===== src/logic/tft_params.svh =====
`ifndef TFT_PARAMS_SVH
`define TFT_PARAMS_SVH

// command word fields
`define TFT_DELAY_BIT      31
`define TFT_READ_PREFIX    8'h40

// shift counts inside one frame
`define TFT_CAP_FIRST      5'd8
`define TFT_SHIFT_LAST     5'd16

// host fifo and arbiter slots
`define TFT_QUEUE_DEPTH    4
`define TFT_PORT_CREDITS   1

// power-up list
`define TFT_INIT_LEN       4
`define TFT_INIT_0         32'h0000_8001
`define TFT_INIT_1         32'h0000_0080
// frame, not a delay: bit 31 is clear
`define TFT_INIT_2         32'h0000_0003
// 16-cycle delay
`define TFT_INIT_3         32'h8000_0010

`endif


===== src/logic/tft_pkg.sv =====
package tft_pkg;

    // who issued a word
    typedef enum logic {
        SRC_HOST = 1'b0,
        SRC_INIT = 1'b1
    } tft_src_e;

    // one 32-bit command word, read either as a delay or as an SPI frame
    typedef union packed {
        struct packed {
            logic        flag;
            logic [30:0] count;
        } delay;
        struct packed {
            logic        flag;
            logic [14:0] unused;
            logic [7:0]  prefix;
            logic [7:0]  data;
        } frame;
    } tft_cmd_u;

    // word toward the engine, 34 bits
    typedef struct packed {
        logic     valid;
        tft_src_e src;
        tft_cmd_u cmd;
    } tft_req_t;

    // read byte back from the engine, 10 bits
    typedef struct packed {
        logic       valid;
        tft_src_e   src;
        logic [7:0] data;
    } tft_rsp_t;

endpackage


===== src/logic/tft_spi_engine.sv =====
`timescale 1ns/1ps
`include "tft_params.svh"

module tft_spi_engine (
    input  logic              clk,
    input  logic              nrst,
    input  tft_pkg::tft_req_t eng_req,
    output logic              eng_credit,
    output tft_pkg::tft_rsp_t eng_rsp,
    input  logic              miso,
    output logic              chip_select,
    output logic              bit_data,
    output logic              sclk
);

    typedef enum logic [1:0] {
        ST_IDLE  = 2'd0,
        ST_SETUP = 2'd1,
        ST_SHIFT = 2'd2,
        ST_DELAY = 2'd3
    } state_t;

    state_t            state;
    tft_pkg::tft_cmd_u cmd_reg;
    tft_pkg::tft_src_e src_reg;
    logic [15:0]       shift_reg;
    logic [4:0]        bit_cnt;
    logic [30:0]       delay_cnt;
    logic              read_flag;
    logic [7:0]        capture;
    logic [7:0]        next_capture;
    logic              cap_en;
    logic              frame_done;
    logic              delay_done;
    logic              zero_delay;

    // a delay of zero finishes straight out of setup
    assign zero_delay = (state == ST_SETUP) && cmd_reg.delay.flag &&
                        (cmd_reg.delay.count == 31'd0);

    assign frame_done = (state == ST_SHIFT) && (bit_cnt == `TFT_SHIFT_LAST);
    assign delay_done = ((state == ST_DELAY) && (delay_cnt == 31'd1)) || zero_delay;

    // miso sampled on shift counts 8..16, last eight samples kept
    assign cap_en       = (state == ST_SHIFT) && read_flag && (bit_cnt >= `TFT_CAP_FIRST);
    assign next_capture = {capture[6:0], miso};

    assign eng_credit = frame_done || delay_done;

    assign eng_rsp.valid = frame_done && read_flag;
    assign eng_rsp.src   = src_reg;
    assign eng_rsp.data  = next_capture;

    // pins idle high, sclk follows the inverted clock while shifting
    assign chip_select = (state != ST_SHIFT);
    assign bit_data    = (state == ST_SHIFT) ? shift_reg[15] : 1'b1;
    assign sclk        = (state == ST_SHIFT) ? ~clk : 1'b1;

    always_ff @(posedge clk) begin
        if (!nrst) begin
            state     <= ST_IDLE;
            bit_cnt   <= '0;
            delay_cnt <= '0;
            read_flag <= 1'b0;
        end else begin
            case (state)
                ST_IDLE: begin
                    if (eng_req.valid) begin
                        state <= ST_SETUP;
                    end
                end
                ST_SETUP: begin
                    bit_cnt <= '0;
                    if (cmd_reg.delay.flag) begin
                        read_flag <= 1'b0;
                        delay_cnt <= cmd_reg.delay.count;
                        if (zero_delay) begin
                            state <= ST_IDLE;
                        end else begin
                            state <= ST_DELAY;
                        end
                    end else begin
                        read_flag <= (cmd_reg.frame.prefix == `TFT_READ_PREFIX);
                        state     <= ST_SHIFT;
                    end
                end
                ST_SHIFT: begin
                    bit_cnt <= bit_cnt + 5'd1;
                    if (frame_done) begin
                        state <= ST_IDLE;
                    end
                end
                ST_DELAY: begin
                    delay_cnt <= delay_cnt - 31'd1;
                    if (delay_done) begin
                        state <= ST_IDLE;
                    end
                end
                default: begin
                    state <= ST_IDLE;
                end
            endcase
        end
    end

    // word, frame and read byte
    always_ff @(posedge clk) begin
        if ((state == ST_IDLE) && eng_req.valid) begin
            cmd_reg <= eng_req.cmd;
            src_reg <= eng_req.src;
        end

        if (state == ST_SETUP) begin
            shift_reg <= {cmd_reg.frame.prefix, cmd_reg.frame.data};
        end else if (state == ST_SHIFT) begin
            // MSB first
            shift_reg <= {shift_reg[14:0], 1'b0};
        end

        if (cap_en) begin
            capture <= next_capture;
        end
    end

endmodule


===== src/logic/tft_cmd_queue.sv =====
`timescale 1ns/1ps
`include "tft_params.svh"

module tft_cmd_queue (
    input  logic              clk,
    input  logic              nrst,
    input  tft_pkg::tft_req_t host_req,
    output logic              host_credit,
    output tft_pkg::tft_req_t arb_req,
    input  logic              arb_credit,
    input  tft_pkg::tft_rsp_t arb_rsp,
    output tft_pkg::tft_rsp_t host_rsp
);

    localparam int DEPTH = `TFT_QUEUE_DEPTH;
    localparam int AW    = $clog2(DEPTH);
    localparam int CW    = $clog2(`TFT_PORT_CREDITS + 1);

    tft_pkg::tft_cmd_u fifo_mem [DEPTH];
    logic [AW-1:0]     wr_ptr;
    logic [AW-1:0]     rd_ptr;
    logic [AW:0]       fill;
    logic [CW-1:0]     arb_cnt;
    logic              push;
    logic              pop;

    assign push = host_req.valid;
    // head leaves only while a slot at the arbiter is free
    assign pop  = (fill != '0) && (arb_cnt != '0);

    assign arb_req.valid = pop;
    assign arb_req.src   = tft_pkg::SRC_HOST;
    assign arb_req.cmd   = fifo_mem[rd_ptr];

    always_ff @(posedge clk) begin
        if (push) begin
            fifo_mem[wr_ptr] <= host_req.cmd;
        end
    end

    always_ff @(posedge clk) begin
        if (!nrst) begin
            wr_ptr      <= '0;
            rd_ptr      <= '0;
            fill        <= '0;
            arb_cnt     <= CW'(`TFT_PORT_CREDITS);
            host_credit <= 1'b0;
        end else begin
            if (push) begin
                wr_ptr <= (wr_ptr == AW'(DEPTH - 1)) ? '0 : wr_ptr + 1'b1;
            end
            if (pop) begin
                rd_ptr <= (rd_ptr == AW'(DEPTH - 1)) ? '0 : rd_ptr + 1'b1;
            end

            case ({push, pop})
                2'b10:   fill <= fill + 1'b1;
                2'b01:   fill <= fill - 1'b1;
                default: fill <= fill;
            endcase

            case ({pop, arb_credit})
                2'b10:   arb_cnt <= arb_cnt - 1'b1;
                2'b01:   arb_cnt <= arb_cnt + 1'b1;
                default: arb_cnt <= arb_cnt;
            endcase

            // the freed entry goes back to the host a cycle later
            host_credit <= pop;
        end
    end

    // read responses, one cycle behind the arbiter
    always_ff @(posedge clk) begin
        host_rsp.src  <= arb_rsp.src;
        host_rsp.data <= arb_rsp.data;
        if (!nrst) begin
            host_rsp.valid <= 1'b0;
        end else begin
            host_rsp.valid <= arb_rsp.valid;
        end
    end

endmodule


===== src/logic/tft_init_seq.sv =====
`timescale 1ns/1ps
`include "tft_params.svh"

module tft_init_seq (
    input  logic              clk,
    input  logic              nrst,
    output tft_pkg::tft_req_t arb_req,
    input  logic              arb_credit,
    output logic              init_done
);

    localparam int IW = $clog2(`TFT_INIT_LEN + 1);
    localparam int CW = $clog2(`TFT_PORT_CREDITS + 1);

    logic [IW-1:0]     word_idx;
    logic [CW-1:0]     credit_cnt;
    logic              started;
    logic              send;
    tft_pkg::tft_cmd_u cur_word;

    // power-up list
    always_comb begin
        case (word_idx)
            IW'(0):  cur_word = `TFT_INIT_0;
            IW'(1):  cur_word = `TFT_INIT_1;
            IW'(2):  cur_word = `TFT_INIT_2;
            IW'(3):  cur_word = `TFT_INIT_3;
            default: cur_word = '0;
        endcase
    end

    assign send = started && !init_done && (credit_cnt != '0);

    assign arb_req.valid = send;
    assign arb_req.src   = tft_pkg::SRC_INIT;
    assign arb_req.cmd   = cur_word;

    always_ff @(posedge clk) begin
        if (!nrst) begin
            started    <= 1'b0;
            word_idx   <= '0;
            credit_cnt <= CW'(`TFT_PORT_CREDITS);
            init_done  <= 1'b0;
        end else begin
            // first cycle out of reset stays quiet
            started <= 1'b1;

            if (send) begin
                word_idx <= word_idx + 1'b1;
                if (word_idx == IW'(`TFT_INIT_LEN - 1)) begin
                    init_done <= 1'b1;
                end
            end

            case ({send, arb_credit})
                2'b10:   credit_cnt <= credit_cnt - 1'b1;
                2'b01:   credit_cnt <= credit_cnt + 1'b1;
                default: credit_cnt <= credit_cnt;
            endcase
        end
    end

endmodule


===== src/logic/tft_spi_arbiter.sv =====
`timescale 1ns/1ps

module tft_spi_arbiter (
    input  logic              clk,
    input  logic              nrst,
    input  tft_pkg::tft_req_t host_req,
    output logic              host_credit,
    input  tft_pkg::tft_req_t init_req,
    output logic              init_credit,
    output tft_pkg::tft_req_t eng_req,
    input  logic              eng_credit,
    input  tft_pkg::tft_rsp_t eng_rsp,
    output tft_pkg::tft_rsp_t host_rsp
);

    tft_pkg::tft_req_t host_slot;
    tft_pkg::tft_req_t init_slot;
    tft_pkg::tft_req_t chosen;
    tft_pkg::tft_src_e last_win;
    logic              eng_cnt;
    logic              pick_init;
    logic              issue;

    // round robin, init wins a tie right after reset
    assign pick_init = init_slot.valid &&
                       (!host_slot.valid || (last_win == tft_pkg::SRC_HOST));
    assign chosen    = pick_init ? init_slot : host_slot;
    assign issue     = eng_cnt && (host_slot.valid || init_slot.valid);

    assign eng_req.valid = issue;
    assign eng_req.src   = chosen.src;
    assign eng_req.cmd   = chosen.cmd;

    // slot frees as its word goes to the engine
    assign init_credit = issue && pick_init;
    assign host_credit = issue && !pick_init;

    // only host reads go back, init reads are dropped
    assign host_rsp.valid = eng_rsp.valid && (eng_rsp.src == tft_pkg::SRC_HOST);
    assign host_rsp.src   = eng_rsp.src;
    assign host_rsp.data  = eng_rsp.data;

    always_ff @(posedge clk) begin
        if (!nrst) begin
            host_slot.valid <= 1'b0;
            init_slot.valid <= 1'b0;
            last_win        <= tft_pkg::SRC_HOST;
            eng_cnt         <= 1'b1;
        end else begin
            if (host_req.valid) begin
                host_slot.valid <= 1'b1;
            end else if (host_credit) begin
                host_slot.valid <= 1'b0;
            end

            if (init_req.valid) begin
                init_slot.valid <= 1'b1;
            end else if (init_credit) begin
                init_slot.valid <= 1'b0;
            end

            if (issue) begin
                last_win <= pick_init ? tft_pkg::SRC_INIT : tft_pkg::SRC_HOST;
            end

            // engine credit comes back when the engine is idle again
            if (issue && !eng_credit) begin
                eng_cnt <= 1'b0;
            end else if (eng_credit && !issue) begin
                eng_cnt <= 1'b1;
            end
        end
    end

    always_ff @(posedge clk) begin
        if (host_req.valid) begin
            host_slot.src <= host_req.src;
            host_slot.cmd <= host_req.cmd;
        end
        if (init_req.valid) begin
            init_slot.src <= init_req.src;
            init_slot.cmd <= init_req.cmd;
        end
    end

endmodule


===== src/logic/tft_subsystem.sv =====
`timescale 1ns/1ps

module tft_subsystem (
    input  logic              clk,
    input  logic              nrst,
    input  tft_pkg::tft_req_t host_req,
    output logic              host_credit,
    output tft_pkg::tft_rsp_t host_rsp,
    output logic              init_done,
    input  logic              miso,
    output logic              chip_select,
    output logic              bit_data,
    output logic              sclk
);

    // queue and sequencer into the arbiter
    tft_pkg::tft_req_t q_arb_req;
    logic              q_arb_credit;
    tft_pkg::tft_rsp_t q_arb_rsp;
    tft_pkg::tft_req_t init_arb_req;
    logic              init_arb_credit;

    // arbiter to engine
    tft_pkg::tft_req_t eng_req;
    logic              eng_credit;
    tft_pkg::tft_rsp_t eng_rsp;

    tft_cmd_queue u_queue (
        .clk         (clk),
        .nrst        (nrst),
        .host_req    (host_req),
        .host_credit (host_credit),
        .arb_req     (q_arb_req),
        .arb_credit  (q_arb_credit),
        .arb_rsp     (q_arb_rsp),
        .host_rsp    (host_rsp)
    );

    tft_init_seq u_init (
        .clk        (clk),
        .nrst       (nrst),
        .arb_req    (init_arb_req),
        .arb_credit (init_arb_credit),
        .init_done  (init_done)
    );

    tft_spi_arbiter u_arb (
        .clk         (clk),
        .nrst        (nrst),
        .host_req    (q_arb_req),
        .host_credit (q_arb_credit),
        .init_req    (init_arb_req),
        .init_credit (init_arb_credit),
        .eng_req     (eng_req),
        .eng_credit  (eng_credit),
        .eng_rsp     (eng_rsp),
        .host_rsp    (q_arb_rsp)
    );

    tft_spi_engine u_eng (
        .clk         (clk),
        .nrst        (nrst),
        .eng_req     (eng_req),
        .eng_credit  (eng_credit),
        .eng_rsp     (eng_rsp),
        .miso        (miso),
        .chip_select (chip_select),
        .bit_data    (bit_data),
        .sclk        (sclk)
    );

endmodule


===== config.mk =====
export PLATFORM = sky130hd
export DESIGN_NAME = tft_subsystem
export DESIGN_NICKNAME = d
export VERILOG_FILES = /design/src/logic/tft_pkg.sv /design/src/logic/tft_spi_engine.sv /design/src/logic/tft_cmd_queue.sv /design/src/logic/tft_init_seq.sv /design/src/logic/tft_spi_arbiter.sv /design/src/logic/tft_subsystem.sv
export VERILOG_INCLUDE_DIRS = /design/src /design/src/logic
export SDC_FILE = /design/constraint.sdc
export NUM_CORES = 1
export LEC_CHECK = 0
export CELL_PAD_IN_SITES_DETAIL_PLACEMENT = 1
export CELL_PAD_IN_SITES_GLOBAL_PLACEMENT = 2
export CORE_UTILIZATION = 30
export CTS_CLUSTER_DIAMETER = 30
export CTS_CLUSTER_SIZE = 24
export DETAILED_ROUTE_END_ITERATION = 7
export DONT_BUFFER_PORTS = 1
export PLACE_DENSITY = 0.56
export SYNTH_ARGS = -nofsm -noshare
export SYNTH_HDL_FRONTEND = slang
export SYNTH_HIERARCHICAL = 1
export SYNTH_SLANG_ARGS = --single-unit
export TNS_END_PERCENT = 50

===== constraint.sdc =====
create_clock -name clk -period 2.25 [get_ports clk]
set_input_delay 0.225 -clock clk [delete_from_list [all_inputs] [get_ports clk]]
set_output_delay 0.225 -clock clk [all_outputs]
set_load 0.03 [all_outputs]

# == Word-level counts from Yosys, hierarchy flattened ==
# Memory sizes are Yosys's and may differ from the RTL's. A register that Yosys moved wholly into a read port is not among the register bits.
# Index checks and enable logic that the tools add are counted.
# classes
bitwise,3
eq_ne,22
reduce_logical,42
add_sub_neg,11
n_div,0
n_mux,31
shifts,0
mul,0
n_lt_le_gt_ge,1
# ops
operator,n
32-bit one-hot mux with 4 select lines,1
31-bit one-hot mux with 2 select lines,1
33-bit two-way mux,1
16-bit two-way mux,2
31-bit by 1-bit equality test with 1-bit output (second input constant),1
31-bit zero test,1
31-bit two-way mux,1
31-bit by 1-bit subtractor with 31-bit output (second input constant),1
1-bit logical AND,18
2-bit nonzero test,8
2-bit equality test (second input constant),7
2-bit two-way mux,7
1-bit two-way mux,13
5-bit one-hot mux with 2 select lines,1
2-bit by 1-bit equality test with 1-bit output (second input constant),4
8-bit by 7-bit equality test with 1-bit output (second input constant),1
2-bit one-hot mux with 4 select lines,1
3-bit by 1-bit adder with 3-bit output (second input constant),2
3-bit by 2-bit equality test with 1-bit output (second input constant),2
2-bit by 1-bit != test with 1-bit output (second input constant),3
3-bit one-hot mux with 2 select lines,1
5-bit by 1-bit adder with 5-bit output (second input constant),1
5-bit equality test (second input constant),1
5-bit by 4-bit >= comparator with 1-bit output (second input constant),1
other kinds (15),30
# word_totals
inputBits,37
n_memories,1
latch_bits,0
mem_bits_ro,0
wordCells,136
ramBits,128
ff_bits,156
# memory_table
memory,words,word_bits,rd,rd_clocked_by_memory_dff,wr,line,rtl
u_queue.fifo_mem,4,32,1,1,1,tft_cmd_queue.sv:19,tft_pkg::tft_cmd_u fifo_mem [DEPTH];

# == Longest topological paths before layout ==
# Gate-level depths: netlist of run 1.
# depth
word_depth,8
ltp_mapped,8

# == By module ==
# The synthesis of run 1 kept the hierarchy.
# modules_own_cells
module,n_inst,cells_each,area_per_inst_um2
tft_cmd_queue,1,237,5400.2
tft_spi_engine,1,435,4531.8
tft_spi_arbiter,1,135,2666.3
tft_init_seq,1,66,554.3

==> results of run 1 <==
-- final cells by class --
type	instances	area [um2]
fillers	4407	25900
diodes	1	2.50
flip-flops and latches	320	8910
repair buffers	105	980
clock inverters	48	526
inverters	27	101
well taps	585	732
clock buffers	103	2260
multi-input cells	471	3730
-- worst paths after layout --
path	startpoint	end	slack [ns]	depth (start not counted)
worst max-delay path	u_eng/delay_cnt[0]	u_eng/delay_cnt[29]	0.04	6
worst min-delay path	host_req[33]	u_queue/fifo_mem[3][0]	0.04	2
worst max register to register	u_eng/delay_cnt[0]	u_eng/delay_cnt[29]	0.04	6
worst min register to register	u_eng/capture[6]	u_queue/host_rsp[7]	0.34	0
-- cell families (layout without fill, tap and decap cells) --
family                     Yosys count  count (layout)  share of synthesized area
muxes                               86              86                      0.101
and+or+nand+nor                    195             195                     0.0781
xor gates and xnor gates             7               7                    0.00466
DFF                                320             320                      0.677
adders and majority gates           20              20                     0.0196
AOI/OAI and AO/OA                  135             135                     0.0685
other                                3              29                   0.000856
buffers and inverters              107             283                     0.0498
-- stage by stage --
step	setup TNS (ns)	hold slack, ns	worst slack [ns]	utilization	instances
global placement	0	0.253	0.00289	0.325	1472
CTS	0	0.00623	0.00373	0.398	1659
detailed placement	0	0.253	0.0148	0.325	1472
finish	0	0.0371	0.0435	0.399	1660
floorplan	-0.0551	0.253	-0.0302	-	898
global route	-0.0578	0.0287	-0.0249	0.399	1660
-- report_power, final --
part           internal, uW  switching [uW]  leakage [uW]
sequential             7790             612       0.00289
combinational          2220            2660       0.00181
clock                  7980            3480       0.00136
-- layer usage --
metal / vias up / track usage / part of all wire
li1: 3594 / - / -
met1: 3792 / 0.175 / 0.45
met2: 153 / 0.225 / 0.49
met3: 48 / 0.0355 / 0.039
met4: 0 / 0.0710 / 0.023
met5: - / 0 / 0
-- placed cells by master, fill, tap and decap left out, drive strengths merged, types with 31 or more instances in the layout --
cell type,instances
nand2,34
a21oi,31
buf,70
nor2,49
dfxtp,70
o21ai,37
clkbuf,103
clkinv,35
mux2,49
edfxtp,250
dlygate4sd3,35
mux4,32
-- repair_timing --
| item | in CTS | in global routing |
|---|---|---|
| hold endpoints to repair | 174 | 0 |
| setup endpoints to repair | 0 | 9 |
| setup buffers | 0 | 0 |
| hold buffers | 36 | 0 |
| resized for setup | 0 | 9 |
==> impl_metrics.py, run 1 <==
metrics = {
    "status": {
        "status": "finished, final reports clean",
    },
    "global_route": {
        "grt_pass1_vias": 8271,
        "grt_max_degree": 41,
        "grtUsageTotal": 0.140,
        "grt_remaining_overflow": 0,
        "grt_pass1_wl_um": 47600,
        "antenna_found_initial": 1,
    },
    "timing": {
        "hold_violations": 0,
        "tightest_slew_ns": 0.568,
        "drv_slew": 0,
        "clock_skew_ns": 0.0244,
        "fmax_mhz": 453,
        "max_slew_margin": 0.621,
        "period_minus_slack_ns": 2.21,
        "rsz0062_at_grt": "yes",
        "period_share": 0.981,
        "setup_viol": 0,
    },
    "critical_path": {
        "slowest_stage": "or4_4",
        "worstPathArrival_ns": 2.83,
        "cp_max_fo": 7,
        "critPathBufInv": 1,
        "start_kind": "flop",
        "crit_top_cell": "or4_4",
        "criticalPathCategory": "flop to flop",
        "path_cells": "or4_4 > or4_4 > buf_6 > or4_4 > o21ai_2 > o2bb2ai_1",
        "required_ns": 2.87,
        "cp-end-kind": "flop",
        "crit_path_max_incr_delay_ns": 0.53,
        "cpLargestDelayFamily": "simple AND/OR/NAND/NOR gates",
    },
    "floorplan": {
        "core_um2": 43200,
        "initial_core_util": 0.305,
        "die-width_um": 211,
        "dieArea_um2": 44700,
        "ios": 52,
        "fp.dieH_um": 211,
        "num_rows": 76,
    },
    "detailed_routing": {
        "drt-vias-per-instance": 4.57,
        "wire_per_inst_um": 18.0,
        "drtIter0Drc": 396,
        "ant_nets": 0,
        "drtPass1Iterations": 4,
        "drc": 0,
        "vias": 7587,
        "wirelength_um": 29800,
    },
    "clock_tree": {
        "cts_tree": "done",
        "cts.reportedPaths.clkPinSlew_ns": 0.05,
        "clock_latency_ns": 0.71,
    },
    "logic_synthesis": {
        "synth_seq_cells": 320,
        "seq_area_frac_synth": 0.677,
        "yosysUniqueCellTypes": 72,
        "syn_avg_cell_area_um2": 15.1,
        "ys.warnings.count": 6,
        "synth_ff_type": "edfxtp_1",
        "synth_most_common_cell": "edfxtp_1",
        "synth_top_area_share": 0.571,
        "netlist_top_cells_count": "edfxtp_1 (250), dfxtp_1 (70), nor2_1 (48)",
        "synth-async-reset-ratio": 0,
        "synth_area_leader_cell": "edfxtp_1",
        "synth_cells": 873,
        "synth_edf_count": 250,
        "synthTopCellsByArea": "edfxtp_1 (57%), dfxtp_1 (11%), mux4_2 (5.1%), mux2_2 (4.0%), buf_4 (2.5%)",
        "synth_area_um2": 13200,
    },
    "power": {
        "peakVddDrop_v": 0.000895,
        "pwr_density_cell_nw_per_um2": 1430,
        "power.leakage_uw": 0.00606,
        "p_total_uw": 24700,
    },
    "cells_and_area": {
        "finalNetCount": 1067,
        "largest_reg_flops": 128,
        "drive_above_1_share": 0.274,
        "reg.largest.list": "u_queue/fifo_mem: 128 flops, u_arb/host_slot: 34 flops, u_arb/init_slot: 34 flops",
        "finalInstanceArea_um2": 17200,
        "top_register": "u_queue/fifo_mem",
        "areaGrowthSynthToFinish_pct": 31.0,
    },
    "place": {
        "gp_congestion": 0.794,
        "dp_hpwl_um": 18900,
        "portBuffers": 0,
        "place_area_um2": 14000,
    },
    "job": {
        "drv_cap": 0,
    },
    "hold_path": {
        "hold_class": "input port to flop",
    },
}
Note: power is estimated with default switching activity, not from simulation.
==> run 2, diff against run 1 <==
--- a/config.mk
+++ b/config.mk
@@ -6,6 +6,7 @@
 export SDC_FILE = /design/constraint.sdc
 export NUM_CORES = 1
 export LEC_CHECK = 0
+export CAP_MARGIN = 20
 export CELL_PAD_IN_SITES_DETAIL_PLACEMENT = 1
 export CELL_PAD_IN_SITES_GLOBAL_PLACEMENT = 2
 export CORE_UTILIZATION = 30
@@ -13,7 +14,7 @@
 export CTS_CLUSTER_SIZE = 24
 export DETAILED_ROUTE_END_ITERATION = 7
 export DONT_BUFFER_PORTS = 1
-export PLACE_DENSITY = 0.56
+export PLACE_DENSITY_LB_ADDON = 0.1
 export SYNTH_ARGS = -nofsm -noshare
 export SYNTH_HDL_FRONTEND = slang
 export SYNTH_HIERARCHICAL = 1
==> impl_metrics.py, run 2 (synthesis results as in run 1) <==
metrics = {
    "status": {
        "status": "finished, final reports clean",
    },
    "global_route": {
        "grt_pass1_vias": 8558,
        "grtUsageTotal": 0.147,
        "antenna_found_initial": 0,
        "grt_remaining_overflow": 0,
        "grt_max_degree": 41,
        "grt_pass1_wl_um": 49200,
    },
    "place": {
        "dp_hpwl_um": 20600,
        "dp.cells": 1475,
        "gp_congestion": 0.806,
        "portBuffers": 0,
        "place_area_um2": 14000,
    },
    "critical_path": {
        "cp-end-kind": "flop",
        "worstPathArrival_ns": 2.79,
        "cp_max_fo": 7,
        "timing.rr.start": "u_eng/delay_cnt[0]",
        "critPathLaunch": "u_eng/delay_cnt[0]",
        "start_kind": "flop",
        "criticalPathCategory": "flop to flop",
        "required_ns": 2.80,
    },
    "timing": {
        "max_slew_margin": 0.620,
        "rsz0062_at_grt": "yes",
        "period_share": 0.995,
        "whs_ns": 0.132,
        "clock_skew_ns": 0.0347,
        "setup_viol": 0,
        "drv_slew": 0,
        "fmax_mhz": 447,
        "tightest_slew_ns": 0.567,
        "period_minus_slack_ns": 2.24,
        "hold_violations": 0,
    },
    "cells_and_area": {
        "mostFrequentLayoutCells": "edfxtp_1 (250), clkbuf_16 (86), dfxtp_1 (69)",
        "fill_cells": 4353,
        "reg.largest.list": "u_queue/fifo_mem: 128 flops, u_arb/host_slot: 34 flops, u_arb/init_slot: 34 flops",
        "drive_above_1_share": 0.284,
        "top_register": "u_queue/fifo_mem",
        "areaGrowthSynthToFinish_pct": 31.5,
        "fin_cells": 1664,
        "final_common_cell": "edfxtp_1",
        "largest_reg_flops": 128,
        "finalInstanceArea_um2": 17300,
        "finalNetCount": 1069,
    },
    "detailed_routing": {
        "wl_met2_um": 14800,
        "wire_per_inst_um": 18.7,
        "route.met3.wl_um": 1420,
        "ant_nets": 0,
        "wl_met1_um": 13800,
        "drc": 0,
        "drt-vias-per-instance": 4.57,
        "vias": 7597,
        "highest_layer": "met4",
        "wirelength_um": 31100,
        "drtPass1Iterations": 4,
        "drtIter0Drc": 232,
    },
    "floorplan": {
        "core_um2": 43200,
        "initial_core_util": 0.305,
        "die-width_um": 211,
        "ios": 52,
        "fp.dieH_um": 211,
        "num_rows": 76,
        "dieArea_um2": 44700,
    },
    "job": {
        "drv_cap": 0,
    },
    "hold_path": {
        "hp-start": "miso",
        "hold_class": "input port to flop",
    },
    "power": {
        "peakVddDrop_v": 0.000774,
        "power.leakage_uw": 0.00611,
        "pwr_density_cell_nw_per_um2": 1450,
    },
    "clock_tree": {
        "cts.reportedPaths.clkPinSlew_ns": 0.04,
        "cts_tree": "done",
        "clock_latency_ns": 0.71,
    },
}
-- run 2: cell count changes in the layout (fill, tap and decap cells not counted), sizes merged --
cell	change
inv	-1
clkbuf	+3
clkinv	-3
clkinvlp	+2
buf	+3
-- run 2: routing by layer --
layer  up-vias  global-route usage
met5         -                   0
met3        75              0.0458
met4         0              0.0705
li1       3599                   -
met2       146               0.234
met1      3777               0.180
-- run 2: where the power goes --
group | leakage (uW) | total, uW | switching [uW] | internal (uW)
Sequential | 0.00289 | 8470 | 682 | 7790
Combinational | 0.00183 | 4980 | 2710 | 2270
Clock | 0.00139 | 11700 | 3530 | 8130
-- run 2: cell type report --
class | instances | area, um2 | share of cell area
multi-input combinational | 471 | 3740 | 0.216
clock buffer | 106 | 2310 | 0.133
sequential | 320 | 8910 | 0.515
tap | 585 | 732 | 0.0423
clock inverter | 46 | 537 | 0.0310
antenna | 1 | 2.50 | 0.000145
inverter | 27 | 101 | 0.00586
timing repair buffer | 108 | 965 | 0.0558
-- run 2: per-stage QoR --
step           power (uW)  worst slack (ns)   TNS, ns   util
2_1_floorplan       11500           -0.0302   -0.0551      -
3_3_place_gp        13300           -0.0493   -0.0718  0.325
3_5_place_dp        13500           -0.0478   -0.0782  0.325
4_1_cts             25500          -0.00175  -0.00175  0.400
5_1_grt             26400           -0.0454   -0.0875  0.401
6_report            25100            0.0107         0  0.401
-- run 2: repair_timing --
| action | CTS | global route |
|---|---|---|
| pin swaps | 0 | 2 |
| cloned | 0 | 0 |
| hold buffers | 36 | 0 |
| setup buffers | 0 | 0 |
| resized for setup | 4 | 8 |
| endpoints found under the setup margin | 5 | 13 |
| hold endpoints to repair | 176 | 0 |
-- run 2: final timing paths --
path	endpoint	slack (ns)	cells after the start
setup / recovery	u_eng/delay_cnt[21]	0.01	6
hold / removal	u_queue/host_rsp[0]	0.13	1
setup reg to reg	u_eng/delay_cnt[21]	0.01	6
hold reg to reg	u_queue/host_rsp[7]	0.34	0
-- run 2: critical path, cell delays in order (launching register included) --
cell      delay, ns
dfxtp_1        0.30
or4_4          0.54
or4_4          0.43
buf_6          0.15
or4_4          0.49
nor2_2         0.11
a311oi_2       0.05
